--- config.mk ---
export PLATFORM = sky130hd
export DESIGN_NAME = reg_file
export DESIGN_NICKNAME = d
export VERILOG_FILES = /design/src/logic/rv_pkg.sv /design/src/logic/reg_file.sv
export SDC_FILE = /design/constraint.sdc
export NUM_CORES = 1
export LEC_CHECK = 0
export BUFFER_PORTS_ARGS = -buffer_cell sky130_fd_sc_hd__buf_2
export CAP_MARGIN = 20
export CORE_ASPECT_RATIO = 1.2
export CORE_MARGIN = 2
export CORE_UTILIZATION = 35
export DETAILED_ROUTE_END_ITERATION = 6
export GPL_TIMING_DRIVEN = 0
export HOLD_SLACK_MARGIN = 0.1
export PLACE_DENSITY_LB_ADDON = 0.25
export RECOVER_POWER = 50
export SETUP_SLACK_MARGIN = 0.05
export SYNTH_ARGS = -nofsm -noshare
export SYNTH_HDL_FRONTEND = slang
export SYNTH_SLANG_ARGS = --single-unit
--- constraint.sdc ---
create_clock -name clk -period 5 [get_ports clk]
set_input_delay 0.5 -clock clk [delete_from_list [all_inputs] [get_ports clk]]
set_output_delay 0.5 -clock clk [all_outputs]
set_load 0.01 [all_outputs]
--- src/program.hex ---
// one 32-bit word per line in hex, instruction in comment
// program from word 0, data block from word 128 (@80)
00500093 // addi x1, x0, 5
ffd00113 // addi x2, x0, -3
002081b3 // add  x3, x1, x2
40118233 // sub  x4, x3, x1
001122b3 // slt  x5, x2, x1
0020a333 // slt  x6, x1, x2
0020f3b3 // and  x7, x1, x2
0020e433 // or   x8, x1, x2
0020c4b3 // xor  x9, x1, x2
0ff4f513 // andi x10, x9, 0xff
10056593 // ori  x11, x10, 0x100
fff5c613 // xori x12, x11, -1
00708013 // addi x0, x1, 7
001006b3 // add  x13, x0, x1
000000ef // jal  x1, 0 (outside the subset)
20000713 // addi x14, x0, 0x200
00c72223 // sw   x12, 4(x14)
00472783 // lw   x15, 4(x14)
00178833 // add  x16, x15, x1
00072883 // lw   x17, 0(x14)
0108c933 // xor  x18, x17, x16
01272423 // sw   x18, 8(x14)
00872983 // lw   x19, 8(x14)
41198a33 // sub  x20, x19, x17
004a2ab3 // slt  x21, x20, x4
@80
13572468
0badf00d
00000000
--- src/logic/rv_pkg.sv ---
package rv_pkg;

    // datapath and address width
    localparam int XLEN   = 32;
    localparam int REG_AW = 5;

    // unified memory geometry, word index sits on address bits 9:2
    localparam int MEM_WORDS = 256;
    localparam int MEM_IDX_W = $clog2(MEM_WORDS);
    localparam MEM_INIT_FILE = "/design/src/program.hex";

    // major opcodes of the supported subset
    localparam logic [6:0] OPC_OP    = 7'b0110011;
    localparam logic [6:0] OPC_OPIMM = 7'b0010011;
    localparam logic [6:0] OPC_LOAD  = 7'b0000011;
    localparam logic [6:0] OPC_STORE = 7'b0100011;

    // funct3 codes shared by decode and the alu
    localparam logic [2:0] F3_ADD  = 3'b000;
    localparam logic [2:0] F3_SLT  = 3'b010;
    localparam logic [2:0] F3_XOR  = 3'b100;
    localparam logic [2:0] F3_OR   = 3'b110;
    localparam logic [2:0] F3_AND  = 3'b111;
    localparam logic [2:0] F3_WORD = 3'b010;

    // funct7 values, bit 30 set picks sub
    localparam logic [6:0] F7_BASE = 7'b0000000;
    localparam logic [6:0] F7_ALT  = 7'b0100000;

    typedef struct packed {
        logic [6:0]        funct7;
        logic [REG_AW-1:0] rs2;
        logic [REG_AW-1:0] rs1;
        logic [2:0]        funct3;
        logic [REG_AW-1:0] rd;
        logic [6:0]        opcode;
    } r_fmt_t;

    typedef struct packed {
        logic [11:0]       imm;
        logic [REG_AW-1:0] rs1;
        logic [2:0]        funct3;
        logic [REG_AW-1:0] rd;
        logic [6:0]        opcode;
    } i_fmt_t;

    typedef struct packed {
        logic [6:0]        imm_hi;
        logic [REG_AW-1:0] rs2;
        logic [REG_AW-1:0] rs1;
        logic [2:0]        funct3;
        logic [4:0]        imm_lo;
        logic [6:0]        opcode;
    } s_fmt_t;

    // one fetched word, three decode views
    typedef union packed {
        r_fmt_t r_fmt;
        i_fmt_t i_fmt;
        s_fmt_t s_fmt;
    } instr_u;

    // ALU_ADD is the plain address add of loads and stores
    typedef enum logic [1:0] {
        ALU_ADD = 2'b00,
        ALU_REG = 2'b01,
        ALU_IMM = 2'b10
    } alu_op_e;

    typedef enum logic {
        WB_ALU = 1'b0,
        WB_MEM = 1'b1
    } wr_mux_e;

    typedef struct packed {
        logic              valid;
        logic [XLEN-1:0]   pc;
        logic [REG_AW-1:0] rs1_addr;
        logic [REG_AW-1:0] rs2_addr;
        logic [REG_AW-1:0] rd_addr;
        logic [XLEN-1:0]   rs1_data;
        logic [XLEN-1:0]   rs2_data;
        logic [XLEN-1:0]   imm;
        logic [2:0]        funct3;
        logic              inst_alu30;
        alu_op_e           alu_op;
        logic              dmem_en;
        logic              dmem_we;
        wr_mux_e           wr_mux;
        logic              wb_en;
    } id_ex_t;

    typedef struct packed {
        logic            valid;
        logic            we;
        logic [XLEN-1:0] addr;
        logic [XLEN-1:0] wdata;
    } mem_req_t;

    typedef struct packed {
        logic            valid;
        logic [XLEN-1:0] rdata;
    } mem_rsp_t;

    typedef struct packed {
        logic              valid;
        logic              is_store;
        logic [REG_AW-1:0] rd;
        logic [XLEN-1:0]   data;
        logic [XLEN-1:0]   addr;
    } retire_t;

endpackage

--- src/logic/reg_file.sv ---
`timescale 1ns/1ps

module reg_file import rv_pkg::*; (
    input  logic              clk,
    input  logic              rst_n_i,
    input  logic [REG_AW-1:0] rs1_addr_i,
    output logic [XLEN-1:0]   rs1_data_o,
    input  logic [REG_AW-1:0] rs2_addr_i,
    output logic [XLEN-1:0]   rs2_data_o,
    input  logic              we_i,
    input  logic [REG_AW-1:0] waddr_i,
    input  logic [XLEN-1:0]   wdata_i
);

    logic [XLEN-1:0] regs [2**REG_AW];
    logic            wr_live;

    // writes aimed at x0 are dropped
    assign wr_live = we_i && (waddr_i != '0);

    always_ff @(posedge clk) begin
        // x0 cleared in reset, never written afterwards
        if (!rst_n_i) begin
            regs[0] <= '0;
        end
        if (wr_live) begin
            regs[waddr_i] <= wdata_i;
        end
    end

    // write-through covers a producer two instructions ahead
    assign rs1_data_o = (wr_live && waddr_i == rs1_addr_i) ? wdata_i : regs[rs1_addr_i];
    assign rs2_data_o = (wr_live && waddr_i == rs2_addr_i) ? wdata_i : regs[rs2_addr_i];

    // x0 never picks up a writeback value
    assert property (@(posedge clk) disable iff (!rst_n_i) regs[0] == '0)
        else $error("x0 entry of the register file is nonzero");

endmodule

-- Word level (Yosys, flattened, before mapping)
Memories as Yosys holds them, arrays and structs flattened.
Cells that the tools add are included.
- eq/ne operators: 2
- muxes and demuxes: 5
- reductions and logical operators: 4
- operators with widths (kind ; number):
    32-bit two-way mux ; 2
    5-bit equality test ; 2
    5-bit nonzero test ; 1
    1-bit logical AND ; 3
    1-bit two-way mux ; 3
- flip-flop bits (word level): 0
- memory bits (writable): 1024
- input bits: 50
- output and inout bits: 64
- logic and storage cells: 12
- memories kept: 1
- memory list (name ; depth ; bits a word ; rd ports ; clocked after Yosys merged registers in ; write ports ; line ; source):
    regs ; 32 ; 32 ; 2 ; 0 ; 2 ; reg_file.sv:15 ; logic [XLEN-1:0] regs [2**REG_AW];

-- Logic depth before layout (Yosys ltp)
Gate-level depths: netlist of the first run.
- word-level depth: 4
- mapped depth: 9
- depth with buffers taken out: 5

-- Least setup slack after synthesis of the first run
OpenSTA, ideal clock, no wires.
- path kind: input to register
- start: input port waddr_i[1]
- end: memory regs[20][0] (enable)
- library setup time: 0.421 ns
- data arrival time: 2.700 ns
- setup slack: 1.879 ns
- stages: 5
- path buffers: 2
- path through: clkbuf_1 > o31ai_2 > or3_1 > clkbuf_1 > nor2_1
- RTL lines (what ; line ; source):
    start: declaration ; reg_file.sv:11 ; input logic [REG_AW-1:0] waddr_i,
    end: declaration ; reg_file.sv:15 ;

-- Final worst setup path of the first run
- start: input port rs1_addr_i[4]
- end: output port rs1_data_o[31]
- cells in the longest elaborated chain, start to end: 3
- elaborated cells between the ends (all ways): 4
- those cells by class: eq/ne (1); mux (1); reduce/logical (1); memory (1)
- RTL lines (what ; line ; source):
    start: declaration ; reg_file.sv:6 ; input logic [REG_AW-1:0] rs1_addr_i,
    branches (longest 2 deep; another with memory 32 x 32 bit) ; -- ;
    32-bit two-way mux (*) ; reg_file.sv:32 ; assign rs1_data_o = (wr_live && waddr_i == rs1_addr_i) ? wdata_i : regs[rs1_addr_i];
    end: declaration ; reg_file.sv:7 ; output logic [XLEN-1:0] rs1_data_o,
Every way passes the cells marked *.

==> metrics.md, run 1 <==
| Metric | Value |
|---|---|
| Vias per cell | `6.51` |
| Largest regs | `regs: 1024 flops` |
| CTS clk-pin slew, worst paths | `roughly 0.06 ns` |
| Core Area | `roughly 0.13 mm^2` |
| Slowest CP cell | `clkbuf_1` |
| CP Max Fanout | `10` |
| CTS Buffer Depth | `3` |
| CP most frequent cell | `buf_2` |
| Post-synthesis compound-gate area fraction | `4.18%` |
| Post-Layout Cell Count | `4457` |
| Initial core utilization | `a little over a third` |
| Setup bufs post-CTS | `0` |
| Min-delay src | `waddr_i[4]` |
| XOR/XNOR Fraction of Synth Area | `less than 1%` |
| RSZ-0062 raised after global routing | `no` |
| Hpwl dp | `121000 um` |
| Synth Area in Simple Gates | `2.31%` |
| Vias post-DR | `29000` |
| CP delay by family, top | `buffers and inverters` |
| Crit. End Element | `primary output` |
| Clk pwr share | `39.5%` |
| Final period util | `82.5%` |
| Leak pwr | `17.2 nW` |
| PD cells | `347 mW/mm^2` |
| WHS Path Cells | `3` |
| Type of the worst min-delay path | `input port to register` |
| Root Buffer | `clkbuf_16` |
| Fin crit period | `4.12 ns` |
| Post-Synth Adder-Cell Area | `0%` |
| Status | `complete, but fails checks` |
| Reg with most FFs | `regs` |
| Hold Fails Final Rpt | `0` |
| Placed inst area | `0.0518 mm^2` |
| Synth Flop Type | `edfxtp_1` |
| Die Span X | `339 um` |
| Final net count | `2638` |
| Post-Place Cells | `about 4300` |
| Vias in the first global route | `29200` |
| Largest family of logic cells by synthesized area | `multiplexers` |
| Mux contribution to synthesized area | `25.1%` |
| VDD IR max | `0.000310 V` |
| Row cnt | `147` |
| Post-CTS sizing | `0` |
| Count of distinct cell types in the synthesized netlist | `37` |
| Slack of the critical path | `0.876 ns` |
| Synth warn | `0` |
| Largest register FFs | `1024` |
| Fill cells | `11900` |
| Total GRT Usage | `26.1%` |
| Largest area contributor in the netlist | `edfxtp_1` |
| Fin area | `0.0549 mm^2` |
| Seq pwr share | `~50%` |
| Worst hold slack | `0.453 ns` |
| Setup WS pre-CTS | `between 0.8 and 0.9 ns` |
| Post-DRT Antenna Nets | `0` |
| Layout cell share with drive strength beyond 1 | `33.3%` |
| Synth top area share | `65.1%` |
| Commonest non-fill, non-tap cells in the layout | `1024 x edfxtp_1, 434 x mux4_2, 248 x o22ai_1` |
| Fmax | `0.242 GHz` |
| Sequential area share after synthesis | `between 60% and 70%` |
| Switching Power | `4.57 mW` |
| Internal power | `14.5 mW` |
| Synthesized area | `0.0472 mm^2` |
| CP Buf/Inv Count | `6` |
| Async S/R FF share, synth | `0%` |
| Synth Register Bits | `1024` |
| DIE AREA | `around 0.14 mm^2` |
| Net Sw Frac | `24.0%` |
| CTS Sinks | `1024` |
| Detailed router's first-iteration violation count | `5021` |
| H-tree level count | `3` |
| Top cells by area, synth | `edfxtp_1 65%, mux4_2 21%, mux4_1 4.1%` |
| Failing checks | `max-capacitance violations, max-slew violations` |
| Initial antenna violation count | `4` |
| DR pass1 iterations | `5` |
| Crit start category | `input port` |
| Logic gate share of total power | `9.9%` |
| Post-Synthesis Cells | `between 2000 and 2500` |
| Worst slew margin | `-102%` |
| DRT Wirelength | `181000 um` |
| Setup TNS | `0 ns` |
| TritonCTS Buffers | `107` |
| Worst min-delay path endpoint | `regs[8][5]` |
| Die H | `between 400 and 500 um` |
| Worst EP required | `4.50 ns` |
| Synthesis-to-layout area growth | `16.2%` |
| Worst-margin pin slew | `3.02 ns` |
| Number of remaining DRC errors | `0` |
| TritonCTS clock tree | `built` |
| GRT overflow | `0` |
| Final GP Congestion | `0.847` |
| Worst path max stage delay | `0.73 ns` |
| WL/cell | `40.7 um` |
| Avg Cell Area, Syn | `20.8 um^2` |
| Max_cap viols | `8` |
| Total power | `19.0 mW` |
| Worst EP arrival | `approximately 3.6 ns` |
| Most common cell after layout, fill and taps aside | `edfxtp_1` |
| Hold Buf Count CTS | `0` |
| Largest net degree at the start of global routing | `34` |
| First-pass GRT wire length | `between 200000 and 250000 um` |
| Slew Viols, Final | `roughly 170` |
| Crit path kind | `input port to primary output` |
| Setup Viol. Count Final | `0` |
| EDFF count, synth | `1024` |
| PortBufs | `between 100 and 150` |
| Post-Route Utilization | `41.0%` |
| Critical Path, Cell by Cell | `buf_2 > buf_2 > or3_1 > buf_1 > clkbuf_1 > buf_8 > o22ai_1 > or4_1 > o21ai_1 > buf_2` |
| Num ports | `~110` |
==> metal layers <==
layer,share of wire (%),global-route usage [%]
met1,37,33.8
met2,47,41.6
met3,11,6.23
met4,5.3,12.7
met5,0.038,0.388
==> cells in the mapped netlist, types with 21 or more instances <==
master / number
nand2_1: 68
o22ai_1: 248
mux4_2: 434
o21ai_1: 64
buf_2: 78
edfxtp_1: 1024
buf_6: 25
mux4_1: 74
buf_12: 21
or4_1: 62
clkbuf_1: 52
nor2_1: 35
==> tightest hold or removal path, stage by stage <==
cell and delay (ns):
buf_4 0.16, or3b_2 0.22, nor2_4 0.09
==> cell families after synthesis <==
group,after synthesis
AOI/OAI and AO/OA,323
xor gates and xnor gates,10
buffers and inverters,194
DFF,1024
muxes,522
other,1
and+or+nand+nor,199
==> worst max path at each step <==
stage / cells past startpoint / to / from
3_5_place_dp: 8 / rs2_data_o[15] / rs2_addr_i[2]
4_1_cts: 8 / rs2_data_o[15] / rs2_addr_i[2]
6_report: 10 / rs1_data_o[31] / rs1_addr_i[4]
2_1_floorplan: 5 / regs[20][0] / waddr_i[1]
5_1_grt: 8 / rs2_data_o[15] / rs2_addr_i[3]
3_3_place_gp: 6 / regs[8][20] / waddr_i[2]
==> cell type report <==
class / instances / area [um^2] / share of cell area (%)
sequential: 1024 / 30700 / 56.0
multi-input combinational: 1086 / 15300 / 28.0
clock buffer: 138 / 2880 / 5.25
tap: 1788 / 2240 / 4.08
timing repair buffer: 175 / 1910 / 3.49
buffer: 191 / 1440 / 2.62
clock inverter: 49 / 295 / 0.538
inverter: 3 / 12.5 / 0.0228
antenna: 3 / 7.51 / 0.0137
==> power groups by stage <==
stage	sequential (mW)	combinational [mW]	clock [mW]
after floorplan	9.79	1.01	0
after global placement	9.80	1.78	0
after CTS	9.62	1.87	7.57
after detailed placement	9.80	1.87	0
after global routing	9.64	1.94	7.89
final	9.63	1.88	7.53
Power figures use the tool's default switching activity.
==> run 2, diff against run 1 <==
==> constraint.sdc (replaced) <==
create_clock -name clk -period 3.7 [get_ports clk]
set_input_delay 0.37 -clock clk [delete_from_list [all_inputs] [get_ports clk]]
set_output_delay 0.37 -clock clk [all_outputs]
set_load 0.01 [all_outputs]
==> run 2 against run 1 <==
Compared with the run above:
- the flow finishes with violations (max-capacitance violations, max-slew violations, negative setup slack)
- hold slack got worse by 0.21 ns
- final area barely moved
- wire length fell by 0.19%
- sequential power rose by 35%
- count of clock-buffer cells in the layout did not move
- combinational power rose by 35%
- first-iteration DRC count fell by 3.7%
- critical path depth fell by 2
- cell count barely moved
- die area did not move
==> metrics.md, run 2 (synthesis gave the netlist of run 1 again) <==
| Metric | Value |
|---|---|
| Status | `complete, but fails checks` |
| Failing checks | `max-capacitance violations, max-slew violations, negative setup slack` |
| Setup Viol. Count Final | `2 (+2)` |
| Setup bufs post-CTS | `0 (unchanged)` |
| CP Max Fanout | `10 (unchanged)` |
| Switching Power | `6.19 mW (+36%)` |
| PortBufs | `103 (unchanged)` |
| VDD IR max | `0.000423 V (+37%)` |
| PD cells | `469 mW/mm^2 (+35%)` |
| CTS Buffer Depth | `3 (unchanged)` |
| Die H | `406 um (unchanged)` |
| End of the critical path | `rs1_data_o[18]` |
| Fin crit period | `~3.7 ns` |
| CTS Sinks | `1024 (unchanged)` |
| Met1 Use GR | `33.7% (-0.095 points)` |
| Slack of the critical path | `-0.0444 ns (-0.921 ns)` |
| Commonest non-fill, non-tap cells in the layout | `1024 x edfxtp_1, 434 x mux4_2, 248 x o22ai_1` |
| Net Sw Frac | `24.1% (+0.056 points)` |
| Met2 GRT Util | `41.6% (-0.050 points)` |
| TritonCTS clock tree | `built` |
| Worst-margin pin slew | `3.04 ns (+0.0182 ns)` |
| Layout cell share with drive strength beyond 1 | `33.7% (+0.46 points)` |
| Root Buffer | `clkbuf_16` |
| Reg with most FFs | `regs` |
| Worst slew margin | `-104% (-1.2 points)` |
| Crit path kind | `input port to primary output` |
| Initial core utilization | `35.3% (unchanged)` |
| Leak pwr | `17.2 nW (+0.18%)` |
| H-tree level count | `3 (unchanged)` |
| Final period util | `101%` |
| Core Area | `0.134 mm^2 (unchanged)` |
| Vias per cell | `6.51 (about the same)` |
| Post-DRT Antenna Nets | `0 (unchanged)` |
| First-pass GRT wire length | `245000 um (about the same)` |
| Crit. End Element | `primary output` |
| Die Span X | `339 um (unchanged)` |
| Slew Viols, Final | `169 (unchanged)` |
| Internal power | `19.6 mW (+35%)` |
| DRT Wirelength | `181000 um (-0.19%)` |
| Slowest CP cell | `clkbuf_1` |
| Final GP Congestion | `0.847 (unchanged)` |
| Worst EP required | `3.33 ns (-1.17 ns)` |
| Total GRT Usage | `26.1% (about the same)` |
| TritonCTS Buffers | `107 (unchanged)` |
| Clk pwr share | `39.6% (about the same)` |
| Fmax | `0.267 GHz` |
| DR pass1 iterations | `6 (+1)` |
| RSZ-0062 raised after global routing | `no` |
| Hpwl dp | `121000 um (unchanged)` |
| GRT overflow | `0 (unchanged)` |
| Final net count | `2637 (-0.038%)` |
| Worst path max stage delay | `0.89 ns (+0.16 ns)` |
| Vias post-DR | `29000 (+0.034%)` |
| Initial antenna violation count | `5 (+1)` |
| WL/cell | `40.6 um (-0.17%)` |
| Vias in the first global route | `29200 (+0.17%)` |
| Num ports | `114 (unchanged)` |
| Max_cap viols | `5 (-3)` |
| Largest register FFs | `1024 (unchanged)` |
| CP most frequent cell | `buf_2` |
| Largest regs | `regs: 1024 flops` |
| CTS clk-pin slew, worst paths | `0.07 ns (about the same)` |
| Critical Path, Cell by Cell | `buf_2 > buf_2 > nand3_1 > clkbuf_1 > o22ai_1 > or4_1 > o21ai_1 > buf_2` |
| Hold Fails Final Rpt | `0 (unchanged)` |
| Worst EP arrival | `3.37 ns (-0.25 ns)` |
| Setup TNS | `-0.0477 ns (-0.0477 ns)` |
| CP startpoint | `rs1_addr_i[2]` |
| Type of the worst min-delay path | `input port to register` |
| Total power | `25.8 mW (+35%)` |
| DIE AREA | `0.138 mm^2 (unchanged)` |
| Crit start category | `input port` |
| Synthesis-to-layout area growth | `16.3% (about the same)` |
| Met3 usage | `6.22% (-0.0093 points)` |
| Logic gate share of total power | `9.9% (about the same)` |
| Seq pwr share | `50.5% (about the same)` |
| Largest net degree at the start of global routing | `34 (unchanged)` |
| GRT busiest layer | `met2` |
| Detailed router's first-iteration violation count | `4835 (-3.7%)` |
| Row cnt | `147 (unchanged)` |
| Most common cell after layout, fill and taps aside | `edfxtp_1` |
| Number of remaining DRC errors | `0 (unchanged)` |
| Post-Route Utilization | `41.0% (about the same)` |
## run 2: repair_timing
action	CTS	global route
endpoints found under the setup margin	13	7
hold endpoints to repair	0	0
hold buffers	0	0
cloned	0	0
resized for setup	8	13
## run 2: routing by layer
| metal | share of wire (%) | wire [um] |
|---|---|---|
| met1 | 37 | 66200 |
| met2 | 47 | 84500 |
| met3 | 11 | 20100 |
| met4 | 5.6 | 10100 |
| met5 | 0.047 | 85 |
## run 2: critical path: cells and delay by family
family,cells,cell delay (ns)
buf+inv,4,1.55
compound gates,2,0.70
simple gates,2,0.70
## run 2: worst min path at each step
stage                 from  slack, ns            to  cells after the start
2_1_floorplan   wdata_i[0]       0.47   regs[10][0]                      0
3_3_place_gp   wdata_i[24]       0.86   regs[9][24]                      1
3_5_place_dp   wdata_i[21]       0.89  regs[11][21]                      1
4_1_cts        wdata_i[21]       0.15   regs[8][21]                      1
5_1_grt        wdata_i[31]       0.26  regs[31][31]                      1
6_report       wdata_i[31]       0.25   regs[9][31]                      1
## run 2: through the flow
stage / worst slack (ns) / hold WS (ns) / area, um^2 / std cells
3_5_place_dp: -0.158 / 0.888 / 51800 / 4266
6_report: -0.0444 / 0.247 / 54900 / 4456
2_1_floorplan: 0.709 / 0.469 / 47300 / 2304
5_1_grt: 0.0461 / 0.258 / 54900 / 4453
3_3_place_gp: -2.09 / 0.859 / 50100 / 4195
4_1_cts: 0.0198 / 0.154 / 54900 / 4453
## run 2: area by class of cell
class	instances	area (um^2)
Fill cell	11900	79000
Clock inverter	49	295
Multi-Input combinational cell	1086	15300
Inverter	3	12.5
Antenna cell	3	7.51
Timing Repair Buffer	174	1900
Clock buffer	138	2880
Buffer	191	1460
Sequential cell	1024	30700
Tap cell	1788	2240
## run 2: power by group through the flow
stage	combinational, mW	sequential (mW)	clock, mW
2_1_floorplan	1.36	13.2	0
3_3_place_gp	2.41	13.2	0
3_5_place_dp	2.52	13.2	0
4_1_cts	2.53	13.0	10.2
5_1_grt	2.63	13.0	10.7
6_report	2.54	13.0	10.2
