[config.mk]
export PLATFORM = sky130hd
export DESIGN_NAME = decode_unit
export DESIGN_NICKNAME = d
export VERILOG_FILES = /design/src/logic/rv_pkg.sv /design/src/logic/decode_unit.sv
export SDC_FILE = /design/constraint.sdc
export NUM_CORES = 1
export LEC_CHECK = 0
export BUFFER_PORTS_ARGS = -buffer_cell sky130_fd_sc_hd__buf_2
export CAP_MARGIN = 20
export CORE_AREA = 2 2 115 117
export DETAILED_ROUTE_END_ITERATION = 10
export DIE_AREA = 0 0 117 119
export GPL_TIMING_DRIVEN = 0
export PLACE_DENSITY = 0.42
export SYNTH_ARGS = -nofsm -noshare
export SYNTH_HDL_FRONTEND = slang
export SYNTH_SLANG_ARGS = --single-unit
[constraint.sdc]
create_clock -name vclk -period 4.65
set_input_delay 0.93 -clock vclk [all_inputs]
set_output_delay 0.93 -clock vclk [all_outputs]
set_load 0.01 [all_outputs]
[src/program.hex]
// one 32-bit word per line in hex, instruction in comment
// program from word 0, data block from word 128 (@80)
00500093 // addi x1, x0, 5
ffd00113 // addi x2, x0, -3
002081b3 // add  x3, x1, x2
40118233 // sub  x4, x3, x1
001122b3 // slt  x5, x2, x1
0020a333 // slt  x6, x1, x2
0020f3b3 // and  x7, x1, x2
0020e433 // or   x8, x1, x2
0020c4b3 // xor  x9, x1, x2
0ff4f513 // andi x10, x9, 0xff
10056593 // ori  x11, x10, 0x100
fff5c613 // xori x12, x11, -1
00708013 // addi x0, x1, 7
001006b3 // add  x13, x0, x1
000000ef // jal  x1, 0 (outside the subset)
20000713 // addi x14, x0, 0x200
00c72223 // sw   x12, 4(x14)
00472783 // lw   x15, 4(x14)
00178833 // add  x16, x15, x1
00072883 // lw   x17, 0(x14)
0108c933 // xor  x18, x17, x16
01272423 // sw   x18, 8(x14)
00872983 // lw   x19, 8(x14)
41198a33 // sub  x20, x19, x17
004a2ab3 // slt  x21, x20, x4
@80
13572468
0badf00d
00000000
[src/logic/rv_pkg.sv]
package rv_pkg;

    // datapath and address width
    localparam int XLEN   = 32;
    localparam int REG_AW = 5;

    // unified memory geometry, word index sits on address bits 9:2
    localparam int MEM_WORDS = 256;
    localparam int MEM_IDX_W = $clog2(MEM_WORDS);
    localparam MEM_INIT_FILE = "/design/src/program.hex";

    // major opcodes of the supported subset
    localparam logic [6:0] OPC_OP    = 7'b0110011;
    localparam logic [6:0] OPC_OPIMM = 7'b0010011;
    localparam logic [6:0] OPC_LOAD  = 7'b0000011;
    localparam logic [6:0] OPC_STORE = 7'b0100011;

    // funct3 codes shared by decode and the alu
    localparam logic [2:0] F3_ADD  = 3'b000;
    localparam logic [2:0] F3_SLT  = 3'b010;
    localparam logic [2:0] F3_XOR  = 3'b100;
    localparam logic [2:0] F3_OR   = 3'b110;
    localparam logic [2:0] F3_AND  = 3'b111;
    localparam logic [2:0] F3_WORD = 3'b010;

    // funct7 values, bit 30 set picks sub
    localparam logic [6:0] F7_BASE = 7'b0000000;
    localparam logic [6:0] F7_ALT  = 7'b0100000;

    typedef struct packed {
        logic [6:0]        funct7;
        logic [REG_AW-1:0] rs2;
        logic [REG_AW-1:0] rs1;
        logic [2:0]        funct3;
        logic [REG_AW-1:0] rd;
        logic [6:0]        opcode;
    } r_fmt_t;

    typedef struct packed {
        logic [11:0]       imm;
        logic [REG_AW-1:0] rs1;
        logic [2:0]        funct3;
        logic [REG_AW-1:0] rd;
        logic [6:0]        opcode;
    } i_fmt_t;

    typedef struct packed {
        logic [6:0]        imm_hi;
        logic [REG_AW-1:0] rs2;
        logic [REG_AW-1:0] rs1;
        logic [2:0]        funct3;
        logic [4:0]        imm_lo;
        logic [6:0]        opcode;
    } s_fmt_t;

    // one fetched word, three decode views
    typedef union packed {
        r_fmt_t r_fmt;
        i_fmt_t i_fmt;
        s_fmt_t s_fmt;
    } instr_u;

    // ALU_ADD is the plain address add of loads and stores
    typedef enum logic [1:0] {
        ALU_ADD = 2'b00,
        ALU_REG = 2'b01,
        ALU_IMM = 2'b10
    } alu_op_e;

    typedef enum logic {
        WB_ALU = 1'b0,
        WB_MEM = 1'b1
    } wr_mux_e;

    typedef struct packed {
        logic              valid;
        logic [XLEN-1:0]   pc;
        logic [REG_AW-1:0] rs1_addr;
        logic [REG_AW-1:0] rs2_addr;
        logic [REG_AW-1:0] rd_addr;
        logic [XLEN-1:0]   rs1_data;
        logic [XLEN-1:0]   rs2_data;
        logic [XLEN-1:0]   imm;
        logic [2:0]        funct3;
        logic              inst_alu30;
        alu_op_e           alu_op;
        logic              dmem_en;
        logic              dmem_we;
        wr_mux_e           wr_mux;
        logic              wb_en;
    } id_ex_t;

    typedef struct packed {
        logic            valid;
        logic            we;
        logic [XLEN-1:0] addr;
        logic [XLEN-1:0] wdata;
    } mem_req_t;

    typedef struct packed {
        logic            valid;
        logic [XLEN-1:0] rdata;
    } mem_rsp_t;

    typedef struct packed {
        logic              valid;
        logic              is_store;
        logic [REG_AW-1:0] rd;
        logic [XLEN-1:0]   data;
        logic [XLEN-1:0]   addr;
    } retire_t;

endpackage

[src/logic/decode_unit.sv]
`timescale 1ns/1ps

module decode_unit import rv_pkg::*; (
    input  instr_u            instr_i,
    input  logic [XLEN-1:0]   instr_pc_i,
    input  logic              instr_valid_i,
    input  logic [XLEN-1:0]   rs1_data_i,
    input  logic [XLEN-1:0]   rs2_data_i,
    output logic [REG_AW-1:0] rs1_addr_o,
    output logic [REG_AW-1:0] rs2_addr_o,
    output id_ex_t            dec_o
);

    logic [6:0] opcode;
    logic [2:0] funct3;
    logic [6:0] funct7;
    logic       legal;

    // opcode, funct3 and source fields sit at the same bits in every format
    assign opcode     = instr_i.r_fmt.opcode;
    assign funct3     = instr_i.r_fmt.funct3;
    assign funct7     = instr_i.r_fmt.funct7;
    assign rs1_addr_o = instr_i.r_fmt.rs1;
    assign rs2_addr_o = instr_i.r_fmt.rs2;

    always_comb begin
        dec_o            = '0;
        dec_o.pc         = instr_pc_i;
        dec_o.rs1_addr   = instr_i.r_fmt.rs1;
        dec_o.rs2_addr   = instr_i.r_fmt.rs2;
        dec_o.rd_addr    = instr_i.r_fmt.rd;
        dec_o.rs1_data   = rs1_data_i;
        dec_o.rs2_data   = rs2_data_i;
        dec_o.funct3     = funct3;
        dec_o.inst_alu30 = funct7[5];
        dec_o.alu_op     = ALU_ADD;
        dec_o.wr_mux     = WB_ALU;
        // i-type immediate unless a store says otherwise
        dec_o.imm        = {{(XLEN-12){instr_i.i_fmt.imm[11]}}, instr_i.i_fmt.imm};
        legal            = 1'b0;
        case (opcode)
            OPC_OP: begin
                dec_o.alu_op = ALU_REG;
                dec_o.wb_en  = 1'b1;
                // only add may take the alternate funct7
                if (funct7 == F7_ALT) begin
                    legal = (funct3 == F3_ADD);
                end else begin
                    legal = (funct7 == F7_BASE) &&
                            (funct3 inside {F3_ADD, F3_SLT, F3_XOR, F3_OR, F3_AND});
                end
            end
            OPC_OPIMM: begin
                dec_o.alu_op = ALU_IMM;
                dec_o.wb_en  = 1'b1;
                legal        = funct3 inside {F3_ADD, F3_XOR, F3_OR, F3_AND};
            end
            OPC_LOAD: begin
                dec_o.dmem_en = 1'b1;
                dec_o.wr_mux  = WB_MEM;
                dec_o.wb_en   = 1'b1;
                legal         = (funct3 == F3_WORD);
            end
            OPC_STORE: begin
                // split immediate, rd field belongs to it
                dec_o.imm     = {{(XLEN-12){instr_i.s_fmt.imm_hi[6]}},
                                 instr_i.s_fmt.imm_hi, instr_i.s_fmt.imm_lo};
                dec_o.rd_addr = '0;
                dec_o.dmem_en = 1'b1;
                dec_o.dmem_we = 1'b1;
                legal         = (funct3 == F3_WORD);
            end
            default: begin
                legal = 1'b0;
            end
        endcase
        // bubble for anything outside the subset
        dec_o.valid = instr_valid_i && legal;
        if (!legal || dec_o.rd_addr == '0) begin
            dec_o.wb_en = 1'b0;
        end
    end

endmodule

; ---- After elaboration in Yosys (flattened, before gate mapping)
; Index checks and enable logic that the tools add are counted.
[word_totals]
elab_cells = 30
output_inout_bits = 164
in_bits = 129
ff_bits = 0
[classes]
eq_ne = 9
reduce_logical = 11
mux = 10
[op_table]
columns = cell, n
row1 = "== test 7 x 6 -> 1 bit, second input constant", 3
row2 = 2-to-1 mux 5 bit, 2
row3 = "== test 3 bit, second input constant", 3
row4 = "== test 7 x 2 -> 1 bit, second input constant", 1
row5 = "== test 7 x 5 -> 1 bit, second input constant", 1
row6 = logical NOT 7 bit, 1
row7 = 2-to-1 mux 1 bit, 6
row8 = logical NOT 5 bit, 1
row9 = nonzero test 5 bit, 1
row10 = case mux 2 bit (2 select lines), 1
row11 = nonzero test 4 bit, 1
row12 = "== test 3 x 2 -> 1 bit, second input constant", 1
row13 = logical NOT 3 bit, 1
row14 = case mux 1 bit (3 select lines), 1
row15 = OR reduction 3 bit, 1
row16 = logical AND 1 bit, 2
row17 = OR reduction 2 bit, 1
row18 = logical NOT 1 bit, 1
row19 = logical OR 1 bit, 1

; ---- Depth between registers and ports, before layout
; Gate-level depths: netlist (run 1).
[logic_depth]
word_depth = 8
ltp_mapped = 6
mapped_depth_nobuf = 4

; ---- Worst setup path before layout (run 1)
; OpenSTA, ideal clock, no wires.
[synth_path]
kind = input to output
startpoint = in instr_i[3] in the netlist's numbering
endpoint = out dec_o[10] in the netlist's numbering
path_buffers = 2
path_slack_ns = 1.361
t_arrival_ns = 2.359
required_ns = 3.720
cell_stages = 5
cell_sequence = or4_4 > buf_6 > or3_4 > buf_6 > mux2_4
[synth_rtl]
columns = item, line_no
row1 = start: declaration, decode_unit.sv:4  ; input instr_u instr_i,
row2 = end: declaration, decode_unit.sv:11  ; output id_ex_t dec_o

==> metrics, run 1 <==
Initial Utilization 0.1072; status finished, final reports clean; share of layout cells above drive strength 1 0.9440; Congestion Overflow GR 0; width of the die roughly 120 um; number of global-route vias before repair approximately 1,200; worst hold margin just over 2 ns; largest net degree at the start of global routing 23; Buffers on Ports 192; Die Y-Extent 119 um; first-pass GRT wire length ~5400 um; nets@finish just over 500; post-route setup TNS 0 ns; hold path start instr_pc_i[0]; diode count 0; Synth Warn # 0; DP Worst Slack 1.050 ns; Yosys cell types 21; core area about 13,000 sq um; initial antenna violation count 0; via/cell ratio between 2 and 3; row cnt 42; Slew @ Worst Pin 0.4036 ns; WL final roughly 4300 um; Critical Path Max Stage Delay ~0.52 ns; First DRT Iteration DRCs 14; Routed Antenna Nets 0; io pins ~290; final hold violation count 0; global placer's final weighted congestion ~0.7; Final Max Tran Viols 0; post-synthesis cell count ~180; Storage cell area 0 sq um; Hold Buf Count CTS 0; Seq/Total Area, Yosys 0; post_cts resized 0; setup bufs post-CTS 0; syn_nets between 300 and 400; Slew headroom 0.7293; crit end category primary output; RSZ-0062 raised after global routing no; Remaining DRCs 0; Startpoint Class primary input; Mapped Area about 1400 sq um; num sequential 0; CP Data Required Time approximately 3.7 ns; vias roughly 1,600; hold path depth 2; period utilization 0.7694; hold crit path type in2out; Crit Path Category in2out; static leakage about 1.6 nW; Design Power about 0.23 mW; Routed wire per std cell 7.817 um; Cell Chain, Critical Path buf_2, or4_4, buf_6, or3_4, buf_6, mux2_4, buf_2; Worst Path Arrival 2.65 ns; final setup fails 0; Total GRT Usage 0.04589; P per Cell Area a little under 90 nW/um^2; full die area between 10,000 and 15,000 sq um; first-pass iteration count of the detailed router 2; Max Fclk roughly 280 MHz; CP Max Fanout 10; peak supply drop ~26 uV; fill cell total of the finished layout approximately 1,500; max_cap viols 0; number of clock buffers in the layout 0; Syn Area/Cell approximately 7.5 sq um; Final Worst Setup Slack 1.072 ns; Area Overhead vs Synth 85.58%; slowest cell on the critical path or4_4; Endpoint, Worst Hold dec_o[121]; min cycle time layout approximately 3.6 ns; dpl hpwl 4119 um
==> layout make-up <==
class / count / area, sq um / share of cell area
buffer: 149 / 1126 / 0.4397
multi-input combinational: 32 / 246.5 / 0.09624
timing repair buffer: 192 / 960.9 / 0.3752
inverter: 2 / 7.507 / 0.002931
tap: 176 / 220.2 / 0.08598
==> routing by layer <==
metal  wire length, um  share of wire  vias up  GRT usage
met4                 0              0        0          0
met5                 0              0        -          0
met1              1418           0.33      666    0.04784
met3               515           0.12        0   0.001527
met2              2374           0.55      140     0.1019
li1                  -              -      810          -
==> critical path: cells and delay by family <==
family | cells | cell delay, ns
buffers and inverters | 4 | 0.55
and+or+nand+nor | 2 | 0.87
muxes | 1 | 0.29
==> logic make-up (layout without fill, tap and decap cells) <==
kind of cell           after synthesis  count (layout)  synth area share
AOI/OAI and AO/OA                    5               5           0.02357
buffers and inverters              151             343            0.8214
muxes                                5               5           0.05168
and+or+nand+nor                     22              22            0.1034
==> cells in the mapped netlist (all sizes together) <==
cell,number,area [sq um]
buf,149,1126
and2,5,37.54
mux2,5,71.32
nand2,3,11.26
nor2,3,11.26
or4,3,26.27
inv,2,7.510
nor3,2,10.01
o22ai,2,12.51
a211oi,1,7.510
a21oi,1,5.000
nand2b,1,6.260
nor3b,1,7.510
nor4,1,6.260
nor4b,1,8.760
o21a,1,7.510
or2,1,6.260
or3,1,11.26
==> report_power, final <==
| part | internal, mW | total (mW) | switching (mW) |
|---|---|---|---|
| registers | 0 | 0 | 0 |
| clock network | 0 | 0 | 0 |
| logic | 0.139 | 0.228 | 0.0887 |
| total | 0.139 | 0.228 | 0.0887 |
==> how the worst max path moves through the flow <==
stage | start | end | slack (ns) | cells after the start
after floorplan | instr_i[3] | dec_o[10] | 1.36 | 5
final | instr_i[3] | dec_o[10] | 1.07 | 7
after global routing | instr_i[3] | dec_o[13] | 1.02 | 7
after CTS | instr_i[3] | dec_o[10] | 1.05 | 7
after global placement | instr_i[3] | dec_o[13] | 1.05 | 7
after detailed placement | instr_i[3] | dec_o[10] | 1.05 | 7
==> cells in the final DEF, fill, tap and decap left out <==
| cell type | instances |
|---|---|
| or3_4 | 1 |
| buf_2 | 192 |
| or4_4 | 1 |
| or2_2 | 1 |
| buf_4 | 147 |
| nor3b_1 | 1 |
| a21oi_1 | 1 |
| a211oi_1 | 1 |
| o21a_1 | 1 |
| or4_1 | 2 |
| mux2_2 | 1 |
| and2_2 | 5 |
| mux2_4 | 4 |
| inv_1 | 2 |
| nand2_1 | 3 |
| nor3_1 | 2 |
| buf_6 | 2 |
| o22ai_1 | 2 |
| nor2_1 | 3 |
| nand2b_1 | 1 |
| nor4b_1 | 1 |
| nor4_1 | 1 |
==> through the flow <==
stage               std cells  cell area, sq um  utilization
floorplan                 183              1380            -
global placement          551              2561       0.1989
detailed placement        551              2561       0.1989
CTS                       551              2561       0.1989
global route              551              2561       0.1989
finish                    551              2561       0.1989
Note: power is estimated with default switching activity, not from simulation.
==> run 2: changes to the inputs <==
- CORE_AREA: 2 2 115 117 -> 2 2 114 116
- DIE_AREA: 0 0 117 119 -> 0 0 116 118
- PLACE_DENSITY: 0.42 -> 0.44
- clock period: 4.65 -> 3 ns (I/O delays scaled with it)
==> metrics, run 2 (synthesized netlist as in run 1, its figures left out) <==
first-pass GRT wire length 6203 um (+16%); Area Overhead vs Synth 85.22%; Remaining DRCs 0 (unchanged); number of clock buffers in the layout 0 (unchanged); width of the die 116 um (-0.85%); crit end category primary output; Cell Chain, Critical Path buf_2, or4_4, buf_6, or3_4, buf_6, mux2_4, buf_2; Storage cell area 0 sq um (unchanged); num sequential 0 (unchanged); RSZ-0062 raised after global routing no; Worst Path Arrival 2.35 ns (-0.30 ns); io pins 293 (unchanged); WL final 4654 um (+8.1%); row cnt 41 (-2.4%); Crit path buffers/inverters 4 (unchanged); delay-heaviest family, CP simple AND/OR/NAND/NOR gates; WL met1 1466 um (+3.4%); final hold violation count 0 (unchanged); Slew headroom 0.7723 (+0.04297); most frequent cells in the layout 192 x buf_2, 147 x buf_4, 5 x and2_2; Congestion Overflow GR 0 (unchanged); vias 1,616 (unchanged); max_cap viols 0 (unchanged); diode count 0 (unchanged); via/cell ratio 2.954 (+0.73%); routed wl met2 2674 um (+13%); dpl hpwl 4405 um (+7.0%); number of global-route vias before repair 1,364 (+16%); static leakage 1.591 nW (unchanged); Max Fclk 339.5 MHz; largest net degree at the start of global routing 23 (unchanged); post-route setup TNS 0 ns (unchanged); min cycle time layout just under 3 ns; peak supply drop 51.37 uV (+96%); full die area 13,690 sq um (-1.7%); share of layout cells above drive strength 1 0.9440 (unchanged); Crit Path Category in2out; Die Y-Extent 118 um (-0.84%); status finished, final reports clean; setup bufs post-CTS 0 (unchanged); Initial Utilization 0.1112 (+0.003976); area of placed instances 2556 sq um (-0.20%); met3 WL post-DR 513 um (-0.39%); P per Cell Area 138.8 nW/um^2 (+56%); period utilization 0.9817; DR top layer met3; final non-filler cell area 2556 sq um (-0.20%); Buffers on Ports 192 (unchanged); slowest cell on the critical path or4_4; commonest non-fill, non-tap cell in the layout buf_2; Slew @ Worst Pin 0.3416 ns (-0.06202 ns); hold crit path type in2out; hold path depth 2 (unchanged); Startpoint Class primary input; core area 12,410 sq um (-3.6%); global placer's final weighted congestion 0.6829 (-2.4%); hold path start instr_pc_i[26]; Routed wire per std cell 8.508 um (+8.8%); First DRT Iteration DRCs 24 (+10); final setup fails 0 (unchanged); Critical Path Max Stage Delay 0.53 ns (about the same); fill cell total of the finished layout 1,395 (-4.5%); Routed Antenna Nets 0 (unchanged); CP Max Fanout 10 (unchanged); CP Data Required Time 2.40 ns (-1.32 ns); post_cts resized 0 (unchanged); Total GRT Usage 0.05441 (+0.008519); Endpoint, Worst Hold dec_o[147]; first-pass iteration count of the detailed router 4 (+2); Hold Buf Count CTS 0 (unchanged); initial antenna violation count 0 (unchanged); Final Max Tran Viols 0 (unchanged); nets@finish 506 (unchanged)
run 2: cell counts in the layout (fill, tap and decap cells not counted):
No cell type changed its count.
run 2: layout make-up:
class / instances / area (sq um) / area share
plain buffers: 149 / 1126 / 0.4405
multi-input cells: 32 / 246.5 / 0.09643
well taps: 172 / 215.2 / 0.08419
repair buffers: 192 / 960.9 / 0.3759
inverters: 2 / 7.507 / 0.002937
run 2: routing by layer:
layer,GRT usage,up-vias
met5,0,-
li1,-,811
met3,0.003605,0
met4,0,0
met1,0.05147,664
met2,0.1257,141
run 2: stage by stage:
stage	worst slack [ns]	hold WS, ns	power, mW	util	instances
floorplan	0.3706	1.248	0.2237	-	183
global placement	0.02641	1.385	0.3590	0.2059	547
detailed placement	0.02940	1.384	0.3606	0.2059	547
CTS	0.02813	1.384	0.3613	0.2059	547
global route	0.01044	1.386	0.3840	0.2059	547
finish	0.05483	1.383	0.3548	0.2059	547
run 2: power by group:
group / leakage [nW] / internal, mW / switching, mW
logic: 1.59 / 0.215 / 0.139
clock network: 0 / 0 / 0
registers: 0 / 0 / 0
run 2: worst max path at each step:
stage	depth (start not counted)	end	from	slack [ns]
after floorplan	5	dec_o[10]	instr_i[3]	0.37
after global placement	7	dec_o[11]	instr_i[3]	0.03
after detailed placement	7	dec_o[11]	instr_i[3]	0.03
after CTS	7	dec_o[11]	instr_i[3]	0.03
after global routing	7	dec_o[10]	instr_i[3]	0.01
final	7	dec_o[11]	instr_i[3]	0.05
==> run 3: changes to the inputs <==
- PLACE_DENSITY: 0.44 -> 0.42
==> metrics, run 3 (synthesized netlist as in run 1, its figures left out) <==
met3 Use GR 0.004634 (+0.001030); static leakage 1.591 nW (unchanged); core area 12,410 sq um (unchanged); Remaining DRCs 0 (unchanged); diode count 0 (unchanged); busiest grt layer met2; width of the die 116 um (unchanged); grt met1 use 0.05085 (-0.0006202); first-pass GRT wire length 5844 um (-5.8%); commonest non-fill, non-tap cell in the layout buf_2; Routed wire per std cell 8.245 um (-3.1%); Area Overhead vs Synth 85.22% (unchanged); Routed Antenna Nets 0 (unchanged); period utilization 0.9721 (-0.009648); first-pass iteration count of the detailed router 4 (unchanged); Worst Path Arrival 2.32 ns (-0.03 ns); most frequent cells in the layout 192 x buf_2, 147 x buf_4, 5 x and2_2; DP Worst Slack 0.05926 ns (+0.02986 ns); Slew headroom 0.7131 (-0.05917); post-route setup TNS 0 ns (unchanged); Storage cell area 0 sq um (unchanged); Hold Buf Count CTS 0 (unchanged); number of global-route vias before repair 1,297 (-4.9%); peak supply drop 51.23 uV (-0.27%); fill cell total of the finished layout 1,420 (+1.8%); number of clock buffers in the layout 0 (unchanged); setup bufs post-CTS 0 (unchanged); met2 GRT Util 0.1126 (-0.01316); P per Cell Area 138.1 nW/um^2 (-0.48%); post_cts resized 0 (unchanged); Buffers on Ports 192 (unchanged); RSZ-0062 raised after global routing no; initial antenna violation count 0 (unchanged); Final Max Tran Viols 0 (unchanged); io pins 293 (unchanged); delay-heaviest family, CP simple AND/OR/NAND/NOR gates; nets@finish 506 (unchanged); Max Fclk 342.9 MHz (+0.99%); row cnt 41 (unchanged); num sequential 0 (unchanged); Final Worst Setup Slack 0.08378 ns (+0.02894 ns); largest net degree at the start of global routing 23 (unchanged); min cycle time layout 2.916 ns (-0.02894 ns); Initial Utilization 0.1112 (unchanged); Total GRT Usage 0.05062 (-0.003789); status finished, final reports clean; final setup fails 0 (unchanged); First DRT Iteration DRCs 19 (-21%); Congestion Overflow GR 0 (unchanged); vias 1,598 (-1.1%); Cell Chain, Critical Path buf_2, or4_4, buf_6, or3_4, buf_6, mux2_4, buf_2; crit end category primary output; Crit Path Category in2out; global placer's final weighted congestion 0.7070 (+3.5%); Slew @ Worst Pin 0.4278 ns (+0.08617 ns); full die area 13,690 sq um (unchanged); share of layout cells above drive strength 1 0.9440 (unchanged); Die Y-Extent 118 um (unchanged); CP Data Required Time 2.40 ns (about the same); Startpoint Class primary input; worst hold margin 1.383 ns (unchanged); Crit path buffers/inverters 4 (unchanged); CP Max Fanout 10 (unchanged); final hold violation count 0 (unchanged); Critical Path Max Stage Delay 0.52 ns (about the same); hold crit path type in2out; slowest cell on the critical path or4_4; max_cap viols 0 (unchanged); WL final 4510 um (-3.1%); via/cell ratio 2.921 (-1.1%); dpl hpwl 4290 um (-2.6%)
-- run 3: cell counts in the layout (fill, tap and decap cells not counted) --
Identical to the previous run, type by type.
-- run 3: layout make-up --
| cell class | instances | area [sq um] | share of cell area |
|---|---|---|---|
| plain buffers | 149 | 1126 | 0.4405 |
| inverters | 2 | 7.507 | 0.002937 |
| multi-input cells | 32 | 246.5 | 0.09643 |
| well taps | 172 | 215.2 | 0.08419 |
| repair buffers | 192 | 960.9 | 0.3759 |
-- run 3: final timing paths --
| kind | from | end | slack [ns] | depth (start not counted) |
|---|---|---|---|---|
| max | instr_i[3] | dec_o[10] | 0.08 | 7 |
| min | rs1_data_i[30] | dec_o[104] | 1.38 | 2 |
-- run 3: where the power goes --
part / switching, mW / total, mW / internal (mW)
registers: 0 / 0 / 0
clock network: 0 / 0 / 0
logic: 0.138 / 0.353 / 0.215
-- run 3: per-layer routing --
metal / up-vias / wire length [um]
met5: - / 0
met4: 0 / 0
met3: 0 / 654
met2: 156 / 2391
met1: 631 / 1464
li1: 811 / -
-- run 3: stage by stage --
| stage | instances | power [mW] | util | instance area [sq um] |
|---|---|---|---|---|
| after CTS | 547 | 0.3597 | 0.2059 | 2556 |
| after global routing | 547 | 0.3833 | 0.2059 | 2556 |
| after floorplan | 183 | 0.2237 | - | 1380 |
| after global placement | 547 | 0.3588 | 0.2059 | 2556 |
| after detailed placement | 547 | 0.3587 | 0.2059 | 2556 |
| final | 547 | 0.3531 | 0.2059 | 2556 |
